$ cat src/hdl/i2c_pkg.sv
package i2c_pkg;

    typedef logic [6:0] dev_addr_t;   // 7-bit slave address, not shifted
    typedef logic [7:0] byte_t;
    typedef logic [7:0] step_t;       // quarter-bit step within one operation
    typedef logic [2:0] bit_idx_t;    // bit of a byte, msb first on the bus

    typedef enum logic [1:0] {
        op_idle,
        op_write,
        op_read
    } op_t;

    // one bus action per quarter-bit step
    typedef enum logic [3:0] {
        act_none,
        act_sda_low,
        act_sda_high,
        act_scl_low,
        act_scl_high,
        act_load_dev_wr,   // the four loads also pull scl low
        act_load_dev_rd,
        act_load_reg,
        act_load_data,
        act_drive_bit,
        act_release,
        act_sample,        // releases sda as well
        act_capture        // scl low, received byte to output
    } act_t;

    // transmit byte slot: 8 bits of 4 steps, then ack and the closing load
    localparam step_t tx_slot_len     = 8'd36;
    localparam step_t slot_dev_start  = 8'd2;
    localparam step_t slot_reg_start  = 8'd38;
    localparam step_t slot_data_start = 8'd74;   // write only
    localparam step_t slot_rd_start   = 8'd78;   // read address after repeated start

    // receive window of a read
    localparam step_t rx_start        = 8'd115;
    localparam step_t rx_capture      = 8'd145;

    localparam step_t write_last_step = 8'd113;
    localparam step_t read_last_step  = 8'd153;

endpackage

$ cat src/hdl/i2c_bus_exec.sv
`timescale 1ns/1ps

module i2c_bus_exec (
    input  logic               sclk,
    input  logic               nrst,
    input  logic               tick,
    input  i2c_pkg::act_t      act,
    input  i2c_pkg::bit_idx_t  bit_idx,
    input  i2c_pkg::dev_addr_t equi_addr,
    input  i2c_pkg::byte_t     reg_addr,
    input  i2c_pkg::byte_t     write_byte,
    output logic               scl_low,
    output logic               sda_low
);
    import i2c_pkg::*;

    byte_t tx_byte;   // byte currently going out, msb first

    always_ff @(posedge sclk) begin
        if (tick) begin
            case (act)
                act_load_dev_wr: tx_byte <= {equi_addr, 1'b0};
                act_load_dev_rd: tx_byte <= {equi_addr, 1'b1};
                act_load_reg:    tx_byte <= reg_addr;
                act_load_data:   tx_byte <= write_byte;
                default:         tx_byte <= tx_byte;
            endcase
        end
    end

    // open-drain line state, 1 pulls the line low
    always_ff @(posedge sclk or negedge nrst) begin
        if (!nrst) begin
            scl_low <= 1'b0;
            sda_low <= 1'b0;
        end else if (tick) begin
            case (act)
                act_sda_low:
                    sda_low <= 1'b1;
                act_sda_high,
                act_release,
                act_sample:
                    sda_low <= 1'b0;
                act_drive_bit:
                    sda_low <= ~tx_byte[bit_idx];
                act_scl_high:
                    scl_low <= 1'b0;
                act_scl_low,
                act_load_dev_wr,
                act_load_dev_rd,
                act_load_reg,
                act_load_data,
                act_capture:
                    scl_low <= 1'b1;
                default: begin
                    scl_low <= scl_low;   // act_none holds both lines
                    sda_low <= sda_low;
                end
            endcase
        end
    end

endmodule

$ cat config.mk
export PLATFORM = sky130hd
export DESIGN_NAME = i2c_bus_exec
export DESIGN_NICKNAME = d
export VERILOG_FILES = /design/src/hdl/i2c_pkg.sv /design/src/hdl/i2c_bus_exec.sv
export SDC_FILE = /design/constraint.sdc
export NUM_CORES = 1
export LEC_CHECK = 0
export ABC_AREA = 1
export BUFFER_PORTS_ARGS = -buffer_cell sky130_fd_sc_hd__clkbuf_2
export CAP_MARGIN = 20
export CORE_MARGIN = 2
export CORE_UTILIZATION = 44
export DETAILED_ROUTE_END_ITERATION = 8
export GPL_TIMING_DRIVEN = 0
export PLACE_DENSITY = 0.76
export SYNTH_ARGS = -nofsm -noshare
export SYNTH_HDL_FRONTEND = slang
export SYNTH_SLANG_ARGS = --single-unit
$ cat constraint.sdc
create_clock -name sclk -period 0.9 [get_ports sclk]
set_input_delay 0.27 -clock sclk [delete_from_list [all_inputs] [get_ports sclk]]
set_output_delay 0.27 -clock sclk [all_outputs]
set_load 0.02 [all_outputs]
==> run metrics <==
kind of start point of the critical path=flip-flop; min cycle time layout=1090 ps; DPL Wire Length=1400 µm; maximum resistive drop on vdd=0.556 mV; depth of the CTS H-tree=1; final-report setup violation count=20; CTS Buf Count=3; area share of the leading cell type in the synthesized netlist=0.336; number of primary I/O pins=35; Primary FF master, synth=sky130_fd_sc_hd__edfxtp_1; Initial Utilization=0.470; cell type contributing the most total cell area after synthesis=sky130_fd_sc_hd__edfxtp_1; worst path cell trace=buf_6; final std cell area, no fill=1460 µm²; First DRT Iteration DRCs=90; data arrival time of the worst path=820 ps; share of flip-flops with an asynchronous set or reset after synthesis=0.200; delay of the slowest cell on the worst path=410 ps; detailed-route wire length per cell=25.3 µm; standard-cell rows=14; Total Wirelength=3970 µm; PD cells=1030 nW/µm²; total core area=1520 µm²; CP Buf/Inv Count=1; static leakage=0.645 nW; overall die height=44.3 µm; share of final-layout standard cells stronger than drive strength 1=0.681; worst endpoint required time=630 ps; CTS clk-pin slew, worst paths=60 ps; crit path kind=flip-flop to output port; Clock Skews=11.1 ps; DR vias/cell=6.85; number of remaining DRC errors=2; hold crit path type=input port to async pin; CTS sink count=10; gate count of the mapped netlist=87; largest fanout of any net on the critical path=2; synth cell count leaders=28 x sky130_fd_sc_hd__nand3_1, 11 x sky130_fd_sc_hd__nand2_1, 8 x sky130_fd_sc_hd__edfxtp_1, 7 x sky130_fd_sc_hd__nand4_1, 5 x sky130_fd_sc_hd__inv_2; top area cells in the synthesized netlist=sky130_fd_sc_hd__edfxtp_1 34%, sky130_fd_sc_hd__nand3_1 20%, sky130_fd_sc_hd__dfrtp_1 7.0%; Post-layout nets=175; maximum number of buffers from clock root to sink=2; master of the slowest instance on the critical path=sky130_fd_sc_hd__dfrtp_1; DIE WIDTH=44.3 µm; via count of the first global-routing pass=1,035; all-layer global routing usage=0.353; critical path endpoint category=output port; setup repair after global routing missed its margin=true; layout-stage area growth over the synthesis result=104%; Initial DRT Pass Iterations=7; clock insertion delay at the later pin of the skew report=270 ps; residual overflow from global routing=0; RD Place Congestion=0.812; part of the cycle the worst path needs=1.21; total cell area at the placement stage=968 µm²; CTS tree=built; number of routed nets with antenna violations=0; Slew @ Worst Pin=418 ps; Vias=1,075; number of enable-type register cells in the synthesized netlist=8; most frequent cell after synthesis=sky130_fd_sc_hd__nand3_1; violated checks=DRC, setup timing; area of the mapped netlist=716 µm²; worst-case headroom to the max-slew limit=0.719; maximum clock frequency=915 MHz; status=finished, violations left; count of yosys warnings during synthesis=0; count of endpoints failing hold in the final timing report=0; setup ws final=-193 ps; number of different library cells in the post-synthesis netlist=22; number of antenna violations at the first check in global routing=0; net count after synthesis=120; largest net degree at the start of global routing=11; first-pass GRT wire length=4840 µm; syn_area_per_cell=8.23 µm²; CTS root buf=sky130_fd_sc_hd__clkbuf_4; max-slew violation count=0; Design Power=1.51 mW; count of buffers inserted at the top-level ports=34; max-cap violation count=0; Top delay family on crit path=flip-flops; antenna diode count=0; total of flip-flops plus latches after synthesis=10; Die Area=1970 µm²; sequential cell area fraction in the yosys report=0.406; Post-Place Setup Slack=-608 ps
[report_power, final]
part	switching [mW]	leakage [nW]	total [mW]	internal, mW
clock	0.166	0.0150	0.337	0.171
sequential	0.0264	0.0942	0.570	0.544
combinational	0.327	0.536	0.600	0.274
total	0.519	0.645	1.51	0.989
[cell families after synthesis]
group           after synthesis  share of synthesized area
compound gates               10                     0.0839
buf+inv                      13                     0.0997
flops                        10                      0.406
simple gates                 54                      0.411
[routing by layer]
metal  share of wire  wire, µm  vias to the layer above  GRT usage
li1                -         -                      436          -
met1            0.34      1340                      486      0.405
met2            0.46      1840                      113      0.632
met3            0.12       489                       40     0.0449
met4           0.078       308                        0      0.188
met5               0         0                        -          0
[sequential cells by signal, indices dropped and copies added (netlist names)]
signal and cells:
tx_byte 8, sda_low 1, scl_low 1
[cells in the final DEF, fill, tap and decap left out, types with 2 or more instances in the layout]
master / synthesis / routed
sky130_fd_sc_hd__nand3_2: 1 / 18
sky130_fd_sc_hd__o21ai_1: 4 / 2
sky130_fd_sc_hd__nor3_1: 2 / 2
sky130_fd_sc_hd__clkbuf_4: 0 / 3
sky130_fd_sc_hd__edfxtp_1: 8 / 8
sky130_fd_sc_hd__o21ai_2: 0 / 2
sky130_fd_sc_hd__buf_8: 0 / 3
sky130_fd_sc_hd__buf_4: 0 / 9
sky130_fd_sc_hd__nand2_1: 11 / 9
sky130_fd_sc_hd__a21oi_4: 0 / 2
sky130_fd_sc_hd__buf_6: 2 / 6
sky130_fd_sc_hd__nand3_1: 28 / 6
sky130_fd_sc_hd__dfrtp_1: 2 / 2
sky130_fd_sc_hd__clkbuf_16: 0 / 3
sky130_fd_sc_hd__inv_1: 4 / 3
sky130_fd_sc_hd__nand4_1: 7 / 7
sky130_fd_sc_hd__clkbuf_2: 0 / 28
sky130_fd_sc_hd__nand3_4: 1 / 6
sky130_fd_sc_hd__inv_4: 1 / 2
sky130_fd_sc_hd__nand2_8: 0 / 4
[repair_timing]
| action | 4_1_cts | 5_1_grt |
|---|---|---|
| cloned | 2 | 0 |
| pin swaps | 5 | 13 |
| setup endpoints to repair | 19 | 20 |
| gates resized for setup | 43 | 27 |
| buffers inserted | 11 | 4 |
| hold endpoints to repair | 2 | 0 |
| hold buffers | 1 | 0 |
[layout make-up]
type	instances	area, µm²
Timing Repair Buffer	49	403
Inverter	11	100
Tap cell	16	20.0
Clock buffer	4	26.3
Buffer	2	22.5
Sequential cell	10	290
Timing Repair inverter	1	8.76
Fill cell	34	61.3
Multi-Input combinational cell	64	592
[final timing paths]
check                        endpoint  slack (ps)  depth (start not counted)   startpoint
max                           scl_low        -190                          1      scl_low
min                           sda_low         330                          2         nrst
max reg2reg                   sda_low         -90                          5   tx_byte[7]
min reg2reg                   sda_low         620                          2      sda_low
max in group asynchronous     scl_low         470                          2         nrst
min in group sclk          tx_byte[3]         340                          3  reg_addr[3]
[metrics by stage]
| step | utilization | hold WS, ps | cells | setup TNS, ps |
|---|---|---|---|---|
| floorplan | - | -25.6 | 87 | -2130 |
| global placement | 0.635 | 54.7 | 137 | -8050 |
| detailed placement | 0.635 | 56.7 | 137 | -8380 |
| CTS | 0.887 | 317 | 155 | -1710 |
| global route | 0.960 | 331 | 157 | -2680 |
| finish | 0.960 | 332 | 157 | -2330 |
[worst reg2reg max path: cells and delay by family (launching register included)]
family	cells	cell delay, ps
AND/OR/NAND/NOR	4	390
flip-flops	1	380
AO/OA/AOI/OAI	1	130
Note: power is estimated with default switching activity, not from simulation.
