`src/hdl/i2c_pkg.sv`:
```
package i2c_pkg;

    typedef logic [6:0] dev_addr_t;   // 7-bit slave address, not shifted
    typedef logic [7:0] byte_t;
    typedef logic [7:0] step_t;       // quarter-bit step within one operation
    typedef logic [2:0] bit_idx_t;    // bit of a byte, msb first on the bus

    typedef enum logic [1:0] {
        op_idle,
        op_write,
        op_read
    } op_t;

    // one bus action per quarter-bit step
    typedef enum logic [3:0] {
        act_none,
        act_sda_low,
        act_sda_high,
        act_scl_low,
        act_scl_high,
        act_load_dev_wr,   // the four loads also pull scl low
        act_load_dev_rd,
        act_load_reg,
        act_load_data,
        act_drive_bit,
        act_release,
        act_sample,        // releases sda as well
        act_capture        // scl low, received byte to output
    } act_t;

    // transmit byte slot: 8 bits of 4 steps, then ack and the closing load
    localparam step_t tx_slot_len     = 8'd36;
    localparam step_t slot_dev_start  = 8'd2;
    localparam step_t slot_reg_start  = 8'd38;
    localparam step_t slot_data_start = 8'd74;   // write only
    localparam step_t slot_rd_start   = 8'd78;   // read address after repeated start

    // receive window of a read
    localparam step_t rx_start        = 8'd115;
    localparam step_t rx_capture      = 8'd145;

    localparam step_t write_last_step = 8'd113;
    localparam step_t read_last_step  = 8'd153;

endpackage

```
`src/hdl/i2c_read_result.sv`:
```
`timescale 1ns/1ps

module i2c_read_result (
    input  logic               sclk,
    input  logic               nrst,
    input  logic               tick,
    input  logic               sda_in,
    input  i2c_pkg::act_t      act,
    input  i2c_pkg::bit_idx_t  bit_idx,
    input  i2c_pkg::op_t       op,
    input  logic               step_last,
    output i2c_pkg::byte_t     read_byte,
    output logic               write_done,
    output logic               read_done
);
    import i2c_pkg::*;

    byte_t rx_byte;

    // first sample of a byte presets the lower bits to ones
    always_ff @(posedge sclk) begin
        if (tick && act == act_sample) begin
            if (bit_idx == 3'd7)
                rx_byte <= {sda_in, 7'h7f};
            else
                rx_byte[bit_idx] <= sda_in;
        end
    end

    always_ff @(posedge sclk or negedge nrst) begin
        if (!nrst)
            read_byte <= 8'hfd;
        else if (tick && act == act_capture)
            read_byte <= rx_byte;   // held until the next read
    end

    always_ff @(posedge sclk or negedge nrst) begin
        if (!nrst) begin
            write_done <= 1'b0;
            read_done  <= 1'b0;
        end else begin
            write_done <= step_last && (op == op_write);
            read_done  <= step_last && (op == op_read);
        end
    end

endmodule

```
`config.mk`:
```
export PLATFORM = sky130hd
export DESIGN_NAME = i2c_read_result
export DESIGN_NICKNAME = d
export VERILOG_FILES = /design/src/hdl/i2c_pkg.sv /design/src/hdl/i2c_read_result.sv
export SDC_FILE = /design/constraint.sdc
export NUM_CORES = 1
export LEC_CHECK = 0
export BUFFER_PORTS_ARGS = -buffer_cell sky130_fd_sc_hd__buf_2
export CAP_MARGIN = 0
export CELL_PAD_IN_SITES_DETAIL_PLACEMENT = 0
export CELL_PAD_IN_SITES_GLOBAL_PLACEMENT = 1
export CORE_UTILIZATION = 42
export CTS_CLUSTER_SIZE = 16
export DETAILED_ROUTE_END_ITERATION = 16
export PLACE_DENSITY = 0.79
export SETUP_SLACK_MARGIN = 0.3
export SYNTH_ARGS = -nofsm -noshare
export SYNTH_HDL_FRONTEND = slang
export SYNTH_SLANG_ARGS = --single-unit
```
`constraint.sdc`:
```
create_clock -name sclk -period 2.2 [get_ports sclk]
set_input_delay 0.11 -clock sclk [delete_from_list [all_inputs] [get_ports sclk]]
set_output_delay 0.11 -clock sclk [all_outputs]
set_load 0.03 [all_outputs]
```
==> impl_metrics.py, run 1 <==
metrics = {
    "route": {
        "vias": 589,
        "drt-initial-drc-count": 3,
        "drt_wl_total_um": 1440,
        "drc": 0,
        "detail-route-antenna-nets": 0,
        "drt_pre_antenna_iters": 4,
        "vias_per_cell": 5.12,
        "detail_route.wl_per_cell_um": 12.5,
    },
    "timing": {
        "maxSlewViolCount": 0,
        "clock-skew-final_ns": 0.00221,
        "clock.fmax_mhz": 896,
        "hold_viol_final": 0,
        "slew_headroom_pct": 84.2,
        "finalCriticalPeriod_ns": 1.12,
        "tightest_slew_ns": 0.237,
        "setup_viol": 0,
        "period_share_pct": 50.7,
        "hold_slack_ns": 0.0331,
        "setup-tns-final_ns": 0,
        "grt_setup_unrepaired": "no",
    },
    "min_path": {
        "hp-class": "input pin to flip-flop",
        "hold_end": "write_done",
        "min_path_cells": 3,
        "hp-start": "op[0]",
    },
    "final_layout": {
        "syn_to_final_growth_pct": 24.0,
        "diodes": 0,
        "drive_above_1_share_pct": 46.7,
        "fillers": 166,
        "final_net_count": 105,
    },
    "clock_tree": {
        "path_clk_slew_ns": 0.10,
        "cts_buffers": 3,
        "ctsResizeCount": 0,
        "cts_max_level": 1,
        "cts_tree": "done",
        "worstSkewPairLatency_ns": 0.28,
        "cts-root-buf": "clkbuf_4",
        "cts_buffer_depth": 2,
        "cts_sinks": 18,
    },
    "setup_path": {
        "rr_startpoint": "rx_byte[2]",
        "crit_buf_inv": 1,
        "slowest_stage": "dfstp_2",
        "r2r_end": "rx_byte[2]",
        "crit_path_cell_trace": "buf_2",
        "path_class": "flip-flop to output port",
        "rr_worst_depth": 2,
        "rrSetupSlack_ns": 1.18,
        "worst_setup_path_start_kind": "flip-flop",
        "cp_num_cells": 1,
        "arrival_ns": 1.01,
        "endpoint_kind": "output port",
        "critPathTopFamily": "flip-flops",
        "required_ns": 2.09,
        "worst-path-max-fanout": 2,
        "slowest_delay_ns": 0.54,
    },
    "place": {
        "gp_congestion": 0.777,
        "portBuffers": 23,
        "dp_hpwl_um": 1050,
    },
    "grt": {
        "grt_max_degree": 16,
        "grt_pass1_vias": 495,
        "grt_pass1_wl_um": 2370,
        "grtUsageTotal_pct": 16.2,
        "overflow": 0,
        "antenna_found_initial": 0,
    },
    "pwr": {
        "ir_worst_vdd_mv": 0.428,
        "pwr-share-clk_pct": 25.1,
        "p_sw_uw": 222,
        "power_density_mw_per_mm2": 763,
        "p_comb_share_pct": 22.5,
        "seq_power_share_pct": 52.5,
        "internal_power_uw": 567,
        "leakage_nw": 0.458,
        "p_sw_share_pct": 28.2,
    },
    "synth": {
        "ys.flop_type": "edfxtp_1",
        "synth_top_cell_by_area": "edfxtp_1",
        "synth_edf_count": 8,
        "yosysSeqAreaShare_pct": 59.8,
        "netlist_top_cells_area": "edfxtp_1 29%, dfstp_2 22%, dfrtp_1 9.0%",
        "yosys.area_share.simple_pct": 14.4,
        "synth_xor_xnor_area_share_pct": 0,
        "synth_top_area_share_pct": 28.8,
        "yosysWarnings": 0,
        "synth_top_family_by_area": "simple AND/OR/NAND/NOR gates",
        "synthesis.nets": 76,
        "syn_area_um2": 835,
        "synth.most_common_cell": "edfxtp_1",
        "synthArstFlopShare_pct": 55.6,
        "synth_fa_ha_area_share_pct": 0,
        "ys_types": 24,
        "synth-compound-area-share_pct": 12.9,
        "synth_cells": 62,
        "ys_seq_elements": 18,
        "synth_common_cells": "8 x edfxtp_1, 7 x dfstp_2, 6 x nor2_1",
        "muxShareOfSynthArea_pct": 10.8,
        "synth_area_per_cell_um2": 13.5,
    },
    "status": {
        "status": "finished, final reports clean",
    },
    "floorplan": {
        "die_h_um": 46.6,
        "die_x_um": 46.6,
        "initial_utilization_pct": 46.3,
        "core-area_mm2": 0.00180,
        "ios": 24,
        "rows": 15,
        "dieArea_mm2": 0.00217,
    },
    "job": {
        "drv_cap": 0,
    },
}
-- layout by cell type (no fill, tap or decap) --
master	n
buf_4	1
mux2_1	3
nand4b_4	1
and3b_1	1
buf_2	23
dlygate4sd3_1	2
and3_1	1
mux2_2	5
nand2_1	1
a21oi_1	5
clkbuf_4	3
nand4_1	1
a21boi_0	1
o21ai_0	2
a2bb2oi_1	3
dfrtp_1	3
nor2_1	6
nand4b_1	1
and2_1	1
dfstp_2	7
edfxtp_1	8
clkbuf_8	1
nor2_8	1
inv_1	2
o22a_1	3
a31oi_1	2
nand3_1	1
and4_1	1
-- routing by layer --
metal | vias to the layer above | share of wire, % | track usage, %
li1 | 291 | - | -
met1 | 279 | 47 | 24.1
met2 | 17 | 48 | 21.1
met3 | 2 | 3.3 | 3.53
met4 | 0 | 1.5 | 8.82
met5 | - | 0 | 0
-- registers in the layout, summed over array words and instances (netlist names) --
register and flops:
read_byte 8, read_done 1, rx_byte 8, write_done 1
-- logic make-up (layout without fill, tap and decap cells) --
| family | after synthesis | in the layout |
|---|---|---|
| compound gates | 16 | 16 |
| buf+inv | 4 | 32 |
| flops | 18 | 18 |
| mux | 8 | 8 |
| simple gates | 16 | 16 |
-- power groups by stage --
stage	logic (mW)	clock network, mW	registers, mW
finish	0.177	0.198	0.414
global route	0.194	0.223	0.421
CTS	0.179	0.206	0.415
detailed placement	0.176	0	0.422
global placement	0.174	0	0.421
floorplan	0.0513	0	0.490
-- how the worst max path moves through the flow --
| stage | slack, ns | endpoint | start |
|---|---|---|---|
| after floorplan | 1.11 | rx_byte[7] | tick |
| after global placement | 1.11 | rx_byte[7] | act[1] |
| after detailed placement | 1.09 | rx_byte[7] | act[1] |
| after CTS | 1.07 | read_byte[2] | read_byte[2] |
| after global routing | 1.03 | read_byte[2] | read_byte[2] |
| final | 1.08 | read_byte[2] | read_byte[2] |
-- area by class of cell --
cell class	count	area (um2)	share of cell area, %
clock buffer	4	36.3	3.51
timing repair buffer	26	143	13.8
multi-input combinational	40	318	30.7
sequential	18	499	48.2
inverter	2	7.51	0.726
tap	25	31.3	3.02
-- stage by stage --
stage	power (mW)	cells	area [um2]	setup slack, ns	utilization (%)
floorplan	0.542	62	835	1.11	-
global placement	0.594	109	978	1.11	54.3
detailed placement	0.598	109	978	1.09	54.3
CTS	0.800	115	1030	1.07	57.4
global route	0.837	115	1030	1.03	57.4
finish	0.789	115	1030	1.08	57.4
-- what timing repair did --
action	CTS	global route
hold endpoints to repair	11	0
hold buffers	2	0
buffers inserted	0	0
No activity file was read; power rests on OpenSTA's default activity.
==> run 2: changes to the inputs <==
Settings changed: CORE_UTILIZATION 42 to 39, PLACE_DENSITY 0.79 to 0.74.
Clock period 2.2 ns to 1.05 ns, I/O delays scaled along.
==> impl_metrics.py, run 2 (synthesis results as in run 1) <==
metrics = {
    "status": {
        "status": "finished, final reports clean",
    },
    "clock_tree": {
        "path_clk_slew_ns": 0.10,
        "cts_buffer_depth": 2,
        "cts-root-buf": "clkbuf_4",
        "cts_tree": "done",
        "cts_max_level": 1,
        "worstSkewPairLatency_ns": 0.30,
        "cts_sinks": 18,
        "cts_buffers": 3,
    },
    "setup_path": {
        "required_ns": 1.00,
        "slowest_stage": "dfstp_2",
        "endpoint_kind": "output port",
        "slowest_delay_ns": 0.56,
        "path_class": "flip-flop to output port",
        "worst-path-max-fanout": 2,
        "arrival_ns": 0.98,
        "crit_path_cell_trace": "buf_6",
        "critPathTopFamily": "flip-flops",
        "crit_buf_inv": 1,
        "worst_setup_path_start_kind": "flip-flop",
    },
    "timing": {
        "clock-skew-final_ns": 0.00361,
        "maxSlewViolCount": 0,
        "period_share_pct": 98.6,
        "finalCriticalPeriod_ns": 1.04,
        "tightest_slew_ns": 0.303,
        "setup_viol": 0,
        "hold_viol_final": 0,
        "slew_headroom_pct": 79.7,
        "clock.fmax_mhz": 966,
        "grt_setup_unrepaired": "yes",
    },
    "pwr": {
        "ir_worst_vdd_mv": 1.31,
        "leakage_nw": 0.553,
        "power_density_mw_per_mm2": 1520,
        "total_power_mw": 1.90,
    },
    "grt": {
        "overflow": 0,
        "antenna_found_initial": 0,
        "grt_pass1_vias": 581,
        "grt_pass1_wl_um": 2570,
        "grt_max_degree": 16,
        "grtUsageTotal_pct": 17.3,
    },
    "route": {
        "detail_route.wl_per_cell_um": 14.4,
        "vias_per_cell": 5.03,
        "drt_wl_total_um": 1830,
        "detail-route-antenna-nets": 0,
        "drc": 0,
        "drt_pre_antenna_iters": 3,
        "drt-initial-drc-count": 1,
        "vias": 639,
    },
    "job": {
        "drv_cap": 0,
    },
    "place": {
        "gp_congestion": 0.749,
        "placed_cells": 114,
        "dp_hpwl_um": 1180,
        "portBuffers": 23,
    },
    "final_layout": {
        "syn_to_final_growth_pct": 50.2,
        "drive_above_1_share_pct": 59.0,
        "final_cell_mix": "15 x buf_6, 13 x buf_2, 8 x mux2_4, 8 x edfxtp_1, 7 x dfstp_2",
        "layout_commonest_cell": "buf_6",
        "diodes": 0,
        "fillers": 161,
        "fin_cells": 127,
        "reg_top3": "read_byte (8), rx_byte (8)",
        "final_net_count": 115,
    },
    "floorplan": {
        "rows": 16,
        "die_h_um": 48.3,
        "core-area_mm2": 0.00198,
        "die_x_um": 48.3,
        "ios": 24,
        "dieArea_mm2": 0.00233,
        "initial_utilization_pct": 42.1,
    },
    "min_path": {
        "hp-class": "input pin to flip-flop",
    },
}
[run 2: worst paths after layout]
path | from | endpoint | slack [ns] | cells after the start
worst max-delay path | read_byte[4] | read_byte[4] | 0.01 | 1
worst min-delay path | sda_in | rx_byte[7] | 0.12 | 2
worst max register to register | rx_byte[1] | rx_byte[1] | 0.05 | 2
worst min register to register | rx_byte[7] | read_byte[7] | 0.49 | 1
max in group asynchronous | nrst | read_byte[2] | 0.67 | 2
min in group asynchronous | nrst | read_byte[1] | 0.13 | 2
[run 2: layer usage]
layer	vias up	GRT usage [%]	wire length, um
li1	313	-	-
met1	308	20.1	772
met2	16	27.7	949
met3	2	8.89	95
met4	0	5.00	14
met5	-	0	0
[run 2: layout make-up]
cell class | instances | area, um2 | area share (%)
flip-flops and latches | 18 | 500 | 39.9
multi-input cells | 40 | 372 | 29.6
repair buffers | 36 | 304 | 24.3
clock buffers | 4 | 36.3 | 2.89
well taps | 27 | 33.8 | 2.69
inverters | 2 | 7.51 | 0.599
[run 2: power breakdown]
group          total [mW]  internal, mW  switching, mW
Combinational       0.569         0.309          0.260
Sequential          0.901         0.847         0.0536
Clock               0.431         0.211          0.220
[run 2: timing repair]
item                                   in CTS  in global routing
pin swaps                                   1                  0
setup endpoints to repair                  24                 25
gates resized for setup                    28                  5
hold buffers                                4                  0
cloned                                      0                  0
setup buffers                               3                  2
endpoints found under the hold margin      11                  0
[run 2: metrics by stage]
step	cell area (um2)	hold slack, ns	util (%)	TNS, ns	setup slack, ns
2_1_floorplan	855	-0.243	-	0	0.108
3_3_place_gp	1020	-0.0859	51.5	0	0.0532
3_5_place_dp	1020	-0.0792	51.5	0	0.0244
4_1_cts	1210	0.116	61.2	0	0.00476
5_1_grt	1250	0.126	63.3	-0.166	-0.0293
6_report	1250	0.125	63.3	0	0.0144
