<file path="src/hdl/i2c_tick_gen.sv">
`timescale 1ns/1ps

module i2c_tick_gen #(
    parameter int quarter_len = 125
) (
    input  logic sclk,
    input  logic nrst,
    output logic tick
);

    logic [31:0] cnt;   // free running, wraps every quarter bit

    always_ff @(posedge sclk or negedge nrst) begin
        if (!nrst)
            cnt <= '0;
        else if (cnt == 32'(quarter_len - 1))
            cnt <= '0;
        else
            cnt <= cnt + 32'd1;
    end

    // registered one below the max so it lines up with the wrap
    always_ff @(posedge sclk or negedge nrst) begin
        if (!nrst)
            tick <= 1'b0;
        else
            tick <= (cnt == 32'(quarter_len - 2));
    end

endmodule

</file>
<file path="config.mk">
export PLATFORM = sky130hd
export DESIGN_NAME = i2c_tick_gen
export DESIGN_NICKNAME = d
export VERILOG_FILES = /design/src/hdl/i2c_tick_gen.sv
export SDC_FILE = /design/constraint.sdc
export NUM_CORES = 1
export LEC_CHECK = 0
export BUFFER_PORTS_ARGS = -buffer_cell sky130_fd_sc_hd__buf_2
export CAP_MARGIN = 20
export CORE_MARGIN = 1.5
export CORE_UTILIZATION = 40
export DETAILED_ROUTE_END_ITERATION = 12
export PLACE_DENSITY = 0.53
export SLEW_MARGIN = 20
export SYNTH_ARGS = -nofsm -noshare
export SYNTH_HDL_FRONTEND = slang
export SYNTH_SLANG_ARGS = --single-unit
</file>
<file path="constraint.sdc">
create_clock -name sclk -period 1.95 [get_ports sclk]
set_input_delay 0.0975 -clock sclk [delete_from_list [all_inputs] [get_ports sclk]]
set_output_delay 0.0975 -clock sclk [all_outputs]
set_load 0.02 [all_outputs]
</file>
==> results.json, run 1 <==
{
  "die_h_um": 67.9,
  "gr-total-overflow": 0,
  "final_layout_size_suffix_gt1_share_pct": 14.8,
  "synthCells": 157,
  "ys_types": 27,
  "ir_drop_uv": 365,
  "cp-end-kind": "flip-flop",
  "antenna_found_initial": 0,
  "power.density_mw_per_mm2": 642,
  "area_growth_pct": 10.4,
  "layout_commonest_cell": "dfrtp_1",
  "clk_latency_ps": 290,
  "setup_viol": 0,
  "clock_sinks": 33,
  "clock-root-buffer": "clkbuf_8",
  "io-pin-count": 3,
  "start_kind": "flip-flop",
  "crit_required_ps": 2120,
  "fmax_ghz": 0.553,
  "status": "finished clean",
  "setup_tns_ps": 0,
  "hold_viol_final": 0,
  "coreArea_mm2": 0.00403,
  "final_util_pct": 46.1,
  "min_period_ps": 1810,
  "grt_pass1_wl_um": 5610,
  "grt_pass1_vias": 1197,
  "cts_buffer_depth": 2,
  "layout_common_cells": "dfrtp_1, xnor2_1, nand2_1, xor2_1, nand3_1",
  "hold_class": "primary input to asynchronous set/reset pin",
  "insertedDiodeCount": 0,
  "crit_path_max_incr_delay_ps": 390,
  "rsz0062_at_grt": "false",
  "synth-seq-cells": 33,
  "drt-total-wl_um": 3220,
  "drv_slew": 0,
  "drc": 0,
  "worstPathMaxFanout": 5,
  "synth.cell_area_mm2": 0.00168,
  "critical_path_class": "flip-flop to flip-flop",
  "worst_slew_pin_slew_ps": 721,
  "maxCapViolations": 0,
  "nets": 172,
  "cts_tree": "done",
  "ys_seq_area_share_pct": 49.1,
  "arrival_ps": 1980,
  "hpwl_um": 2270,
  "fin_worst_skew_ps": 8.61,
  "cp_slowest_cell": "dfrtp_1",
  "via_count": 1217,
  "whs_ps": 402,
  "slew_headroom_pct": 51.9,
  "fp.dieW_um": 67.9,
  "postRouteAntennaNets": 0,
  "io_buffers": 2,
  "layout_worst_path_cycle_share_pct": 92.8,
  "drtPass1Iterations": 4,
  "dieArea_mm2": 0.00460,
  "h-tree-depth": 2,
  "grt_max_degree": 34,
  "p_leak_uw": 0.000813,
  "cts_buffers": 5,
  "synth_area_per_cell_um2": 10.7,
  "crit_chain": "ha_1 > nand4_2 > nor4_1 > buf_4 > nand4_1 > xnor2_1",
  "clkTransAtPathRegs_ps": 70,
  "initial_utilization_pct": 41.8,
  "routed_via_density": 5.56,
  "gp_congestion": 0.779,
  "drtIter0Drc": 65,
  "grtUsageTotal_pct": 16.8,
  "rows": 23,
  "synthesis.nets": 161,
  "wl_per_cell_um": 14.7,
  "synth_warnings": 0
}
sequential cells by signal, indices dropped and copies added (netlist names):
register and cells:
tick 1, cnt 32
stage by stage:
step / cell area [um^2] / instances / worst slack [ps] / power (uW)
3_5_place_dp: 1760 / 210 / 127 / 712
4_1_cts: 1850 / 219 / 109 / 1210
2_1_floorplan: 1680 / 157 / 352 / 697
5_1_grt: 1860 / 219 / 76.5 / 1240
6_report: 1860 / 219 / 141 / 1190
3_3_place_gp: 1760 / 210 / 165 / 712
final cells by class:
cell class	instances	area [um^2]
fillers	392	2170
well taps	50	62.6
clock buffers	8	80.1
multi-input cells	114	817
flip-flops and latches	33	826
repair buffers	6	42.5
inverters	8	30.0
critical path, delay by kind of cell, from the launching register on:
kind | cells | cell delay (ps)
flops | 1 | 390
fa+ha+maj | 1 | 270
simple gates | 3 | 680
xor+xnor | 1 | 150
buf+inv | 1 | 200
power by group:
| part | switching [uW] | leakage [uW] | internal, uW |
|---|---|---|---|
| registers | 0 | 0.000447 | 685 |
| clock network | 240 | 0.0000395 | 253 |
| logic | 12.7 | 0.000327 | 2.00 |
worst paths after layout:
| kind | start | to | slack, ps | cells after the start |
|---|---|---|---|---|
| setup reg to reg | cnt[0] | cnt[18] | 140 | 6 |
| max in group asynchronous | nrst | cnt[11] | 1090 | 2 |
| min in group sclk | cnt[0] | cnt[0] | 480 | 1 |
| hold reg to reg | cnt[0] | cnt[0] | 480 | 1 |
| setup / recovery | cnt[0] | cnt[18] | 140 | 6 |
| hold / removal | nrst | cnt[6] | 400 | 2 |
per-layer routing:
metal	routed length (um)	global-route usage (%)
met1	1530	22.8
met2	1450	24.3
met3	136	5.43
met4	99	8.50
met5	0	0
logic make-up after synthesis:
logic type               count (synthesis)  share of synthesized area [%]
flip-flops                              33                           49.1
adder cells (fa/ha/maj)                  2                           1.49
buffers and inverters                   10                           2.68
XOR/XNOR                                27                           14.1
AND/OR/NAND/NOR                         80                           31.2
AO/OA/AOI/OAI                            5                           1.49
what timing repair did:
action / CTS / global route
hold endpoints to repair: 33 / 0
endpoints found under the setup margin: 0 / 2
buffers inserted: 0 / 0
hold buffers: 1 / 0
gates resized for setup: 0 / 1
cell usage after synthesis (all sizes together):
| cell type | instances | area, um^2 |
|---|---|---|
| dfrtp | 33 | 826 |
| nor4 | 18 | 178 |
| xnor2 | 15 | 131 |
| nand2 | 13 | 48.8 |
| nand3 | 13 | 87.6 |
| xor2 | 12 | 105 |
| nand4 | 10 | 68.8 |
| nor2 | 9 | 33.8 |
| inv | 8 | 30.0 |
| nor3 | 7 | 35.0 |
| and4 | 3 | 26.3 |
| o21ai | 3 | 15.0 |
| a21oi | 2 | 10.0 |
| ha | 2 | 25.0 |
| or3 | 2 | 12.5 |
| and2 | 1 | 6.26 |
| buf | 1 | 11.3 |
| clkbuf | 1 | 3.75 |
| nand2b | 1 | 6.26 |
| nor2b | 1 | 6.26 |
| nor4bb | 1 | 10.0 |
| or2 | 1 | 6.26 |
Power figures use the tool's default switching activity.
==> inputs of run 2 (changes only) <==
- BUFFER_PORTS_ARGS: -buffer_cell sky130_fd_sc_hd__buf_2 -> default
- CORE_MARGIN: 1.5 -> 5
- DONT_BUFFER_PORTS: default -> 1
- PLACE_DENSITY: 0.53 -> 0.52
==> run 2 against run 1 <==
Utilization increased by 0.37 points. Final cell count unchanged. Via count fell by 2.6%. Worst setup slack better by 7.1 ps. Worst hold slack got worse by 130 ps. Register-to-register slack barely moved. Critical endpoint is now cnt[31].
==> results.json, run 2 (synthesis gave the netlist of run 1 again) <==
{
  "routed_via_density": 5.41,
  "worst_slew_pin_slew_ps": 544,
  "grtUsageTotal_pct": 13.3,
  "hpwl_um": 2270,
  "grt_pass1_wl_um": 5440,
  "nets": 172,
  "drv_slew": 0,
  "insertedDiodeCount": 0,
  "drtIter0Drc": 79,
  "critical_path_class": "flip-flop to flip-flop",
  "fp.dieW_um": 74.9,
  "initial_utilization_pct": 41.8,
  "antenna_found_initial": 0,
  "cts_buffer_depth": 2,
  "ir_drop_uv": 364,
  "fillers": 383,
  "cpLargestDelayFamily": "simple AND/OR/NAND/NOR gates",
  "fmax_ghz": 0.555,
  "gp_congestion": 0.838,
  "cts_hold_buf": 2,
  "cts_resized": 0,
  "io-pin-count": 3,
  "wl_per_cell_um": 14.4,
  "placed_area_mm2": 0.00176,
  "crit_required_ps": 2150,
  "met1_usage_pct": 17.0,
  "power.density_mw_per_mm2": 636,
  "io_buffers": 0,
  "largest_reg_flops": 32,
  "setup_viol": 0,
  "cts_tree": "done",
  "cp-end-kind": "flip-flop",
  "clock-root-buffer": "clkbuf_8",
  "grt_max_degree": 34,
  "use_met2_pct": 20.1,
  "crit_chain": "nand3_2 > or3_1 > nor4_4 > xor2_1",
  "h-tree-depth": 2,
  "setup_tns_ps": 0,
  "top_regs": "cnt (32), tick (1)",
  "gr-total-overflow": 0,
  "finalPower_uw": 1190,
  "min_period_ps": 1800,
  "maxCapViolations": 0,
  "final_layout_size_suffix_gt1_share_pct": 15.4,
  "top_register": "cnt",
  "area_growth_pct": 11.3,
  "rsz0062_at_grt": "false",
  "final_util_pct": 46.5,
  "status": "finished clean",
  "met3_usage_pct": 4.41,
  "via_count": 1185,
  "whs_ps": 272,
  "postRouteAntennaNets": 0,
  "grt_busiest_layer": "met2",
  "die_h_um": 74.9,
  "worstPathMaxFanout": 10,
  "p_leak_uw": 0.000822,
  "arrival_ps": 2000,
  "layout_commonest_cell": "dfrtp_1",
  "rows": 23,
  "drc": 0,
  "cts_buffers": 5,
  "fin_worst_skew_ps": 10.3,
  "cp_slowest_cell": "or3_1",
  "clk_latency_ps": 290,
  "clkTransAtPathRegs_ps": 70,
  "crit_path_max_incr_delay_ps": 630,
  "drtPass1Iterations": 4,
  "drt-total-wl_um": 3150,
  "clock_sinks": 33,
  "layout_worst_path_cycle_share_pct": 92.4,
  "post_cts_buffers": 0,
  "grt_pass1_vias": 1175,
  "hold_class": "primary input to asynchronous set/reset pin",
  "slew_headroom_pct": 63.6,
  "coreArea_mm2": 0.00403,
  "hold_viol_final": 0,
  "fin_area_mm2": 0.00187,
  "start_kind": "flip-flop",
  "dieArea_mm2": 0.00560,
  "layout_common_cells": "dfrtp_1, xnor2_1, nand2_1, xor2_1, nand3_1",
  "crit_buf_inv": 0
}
==> run 2: stage by stage <==
stage               std cells  worst slack, ps
floorplan                 157              352
finish                    219              148
global route              219             35.9
global placement          209              152
CTS                       219              145
detailed placement        209              138
==> run 2: layout make-up <==
class	count	area, um^2	area share [%]
Timing Repair Buffer	6	60.1	3.21
Inverter	8	30.0	1.60
Clock inverter	2	10.0	0.534
Tap cell	50	62.6	3.34
Multi-Input combinational cell	114	812	43.4
Clock buffer	6	72.6	3.87
Sequential cell	33	826	44.1
==> run 2: worst paths after layout <==
path / start / endpoint / slack (ps) / cells after the start
worst min register to register: cnt[31] / cnt[31] / 490 / 1
worst max-delay path: cnt[9] / cnt[31] / 150 / 4
max in group asynchronous: nrst / cnt[29] / 1500 / 2
worst min-delay path: nrst / cnt[19] / 270 / 2
min in group sclk: cnt[31] / cnt[31] / 490 / 1
worst max register to register: cnt[9] / cnt[31] / 150 / 4
==> run 2: routing by layer <==
metal	routed length, um	up-vias
li1	-	579
met1	1520	572
met2	1410	23
met4	97	0
met3	113	11
met5	0	-
==> run 2: where the power goes <==
| part | total, uW | switching (uW) | leakage [uW] | internal, uW |
|---|---|---|---|---|
| clock network | 488 | 241 | 0.0000450 | 247 |
| logic | 19.1 | 13.6 | 0.000331 | 5.46 |
| registers | 684 | 0 | 0.000447 | 684 |
| total | 1190 | 255 | 0.000822 | 937 |
==> inputs of run 3 (changes only) <==
- CORE_UTILIZATION: 40 -> 62
- PLACE_DENSITY: 0.52 -> 0.8
==> run 3 against run 2 <==
Final cell count down 11%. Non-clock buffer count down 2. Largest power group unchanged. Final area down 3.3%. Worst hold slack worse by 66 ps. Sequential share of layout area up 1.5 points. First-iteration DRC count down 37%. Clock-buffer cell count up 1. Critical path type unchanged. Sequential power about the same.
==> results.json, run 3 (synthesis gave the netlist of run 1 again) <==
{
  "post_cts_buffers": 0,
  "fmax_ghz": 0.574,
  "io_buffers": 0,
  "min_period_ps": 1740,
  "register_area_um2": 826,
  "hold_class": "primary input to asynchronous set/reset pin",
  "fp.dieW_um": 62.1,
  "cp-end-kind": "flip-flop",
  "cpLargestDelayFamily": "simple AND/OR/NAND/NOR gates",
  "critPathMostFrequentCell": "nor4_1",
  "layout_common_cells": "dfrtp_1, xnor2_1, nand2_1, xor2_1, nand3_1",
  "setup_slack_ps": 206,
  "setup_tns_ps": 0,
  "h-tree-depth": 2,
  "worstPathMaxFanout": 5,
  "top_register": "cnt",
  "drv_slew": 0,
  "maxCapViolations": 0,
  "postRouteAntennaNets": 0,
  "worst_slew_pin_slew_ps": 583,
  "swShare_pct": 20.8,
  "clock-root-buffer": "clkbuf_4",
  "clock_sinks": 33,
  "clkTransAtPathRegs_ps": 100,
  "intPower_uw": 859,
  "cts_buffer_depth": 2,
  "initial_utilization_pct": 66.1,
  "arrival_ps": 1940,
  "layout_commonest_cell": "dfrtp_1",
  "nets": 170,
  "insertedDiodeCount": 0,
  "via_count": 1179,
  "hold_viol_final": 0,
  "start_kind": "flip-flop",
  "pwr-share-comb_pct": 1.7,
  "power.switching_uw": 225,
  "power.density_mw_per_mm2": 599,
  "routed_via_density": 6.02,
  "dp_slack_ps": 160,
  "drtPass1Iterations": 4,
  "cts_buffers": 5,
  "layout_worst_path_cycle_share_pct": 89.4,
  "wl_per_cell_um": 15.3,
  "io-pin-count": 3,
  "critical_path_class": "flip-flop to flip-flop",
  "rsz0062_at_grt": "false",
  "slew_headroom_pct": 60.7,
  "coreArea_mm2": 0.00254,
  "fin_worst_skew_ps": 7.85,
  "setup_viol": 0,
  "clk_latency_ps": 330,
  "multi_input_area_um2": 817,
  "drt-total-wl_um": 2990,
  "top_regs": "cnt (32), tick (1)",
  "hpwl_um": 2130,
  "stdcell_count": 196,
  "area_growth_pct": 7.58,
  "status": "finished clean",
  "fillers": 189,
  "dpl.cell_count": 187,
  "crit_path_max_incr_delay_ps": 480,
  "crit_buf_inv": 0,
  "ir_drop_uv": 468,
  "p_leak_uw": 0.000799,
  "antenna_found_initial": 0,
  "grtUsageTotal_pct": 17.6,
  "cts_tree": "done",
  "die_h_um": 62.1,
  "final_layout_size_suffix_gt1_share_pct": 14.5,
  "gp_congestion": 0.828,
  "grt_pass1_wl_um": 5440,
  "drtIter0Drc": 50,
  "largest_reg_flops": 32,
  "cp_slowest_cell": "nor4_1",
  "grt_max_degree": 34,
  "crit_required_ps": 2150,
  "drc": 0,
  "seqPwrFrac_pct": 63.1,
  "clockPowerShare_pct": 35.2,
  "crit_chain": "nor4_1 > nand2_1 > nor4_1 > o21ai_0",
  "grt_pass1_vias": 1166,
  "rows": 18,
  "gr-total-overflow": 0,
  "dieArea_mm2": 0.00386
}
run 3: cell types whose count changed in the layout (fill, tap and decap cells not counted), sizes merged:
cell	previous run	this run
buf	5	3
clkinv	2	0
clkbuf	6	7
run 3: stage by stage:
stage / power (uW) / hold WS (ps) / utilization [%] / cell area [um^2]
2_1_floorplan: 697 / -198 / - / 1680
3_3_place_gp: 697 / -197 / 67.6 / 1720
3_5_place_dp: 697 / -197 / 67.6 / 1720
4_1_cts: 1100 / 206 / 70.9 / 1810
5_1_grt: 1140 / 215 / 71.1 / 1810
6_report: 1080 / 206 / 71.1 / 1810
run 3: worst paths after layout:
path | startpoint | endpoint | slack, ps | cells past startpoint
max in group asynchronous | nrst | cnt[25] | 1570 | 2
setup / recovery | cnt[16] | cnt[2] | 210 | 4
min in group sclk | cnt[31] | cnt[31] | 490 | 1
setup reg to reg | cnt[16] | cnt[2] | 210 | 4
hold / removal | nrst | cnt[16] | 210 | 2
hold reg to reg | cnt[31] | cnt[31] | 490 | 1
run 3: power groups by stage:
stage	clock [uW]	combinational [uW]	sequential [uW]
2_1_floorplan	0	0.000304	697
3_3_place_gp	0	0.000306	697
3_5_place_dp	0	0.000306	697
4_1_cts	398	19.8	684
5_1_grt	435	22.2	684
6_report	382	18.5	684
run 3: what timing repair did:
action	4_1_cts	5_1_grt
gates resized for setup	0	1
hold buffers	2	0
setup endpoints to repair	0	2
hold endpoints to repair	33	0
run 3: layer usage:
metal	GRT usage [%]	part of all wire, %	vias to the layer above
met2	25.3	45	22
li1	-	-	575
met3	5.04	4.3	6
met1	24.7	49	576
met5	0	0	-
met4	7.32	1.9	0
run 3: layout make-up:
cell class / instances / area share, %
Inverter: 8 / 1.66
Clock buffer: 7 / 3.04
Timing Repair Buffer: 4 / 2.49
Tap cell: 30 / 2.07
Sequential cell: 33 / 45.6
Multi-Input combinational cell: 114 / 45.1
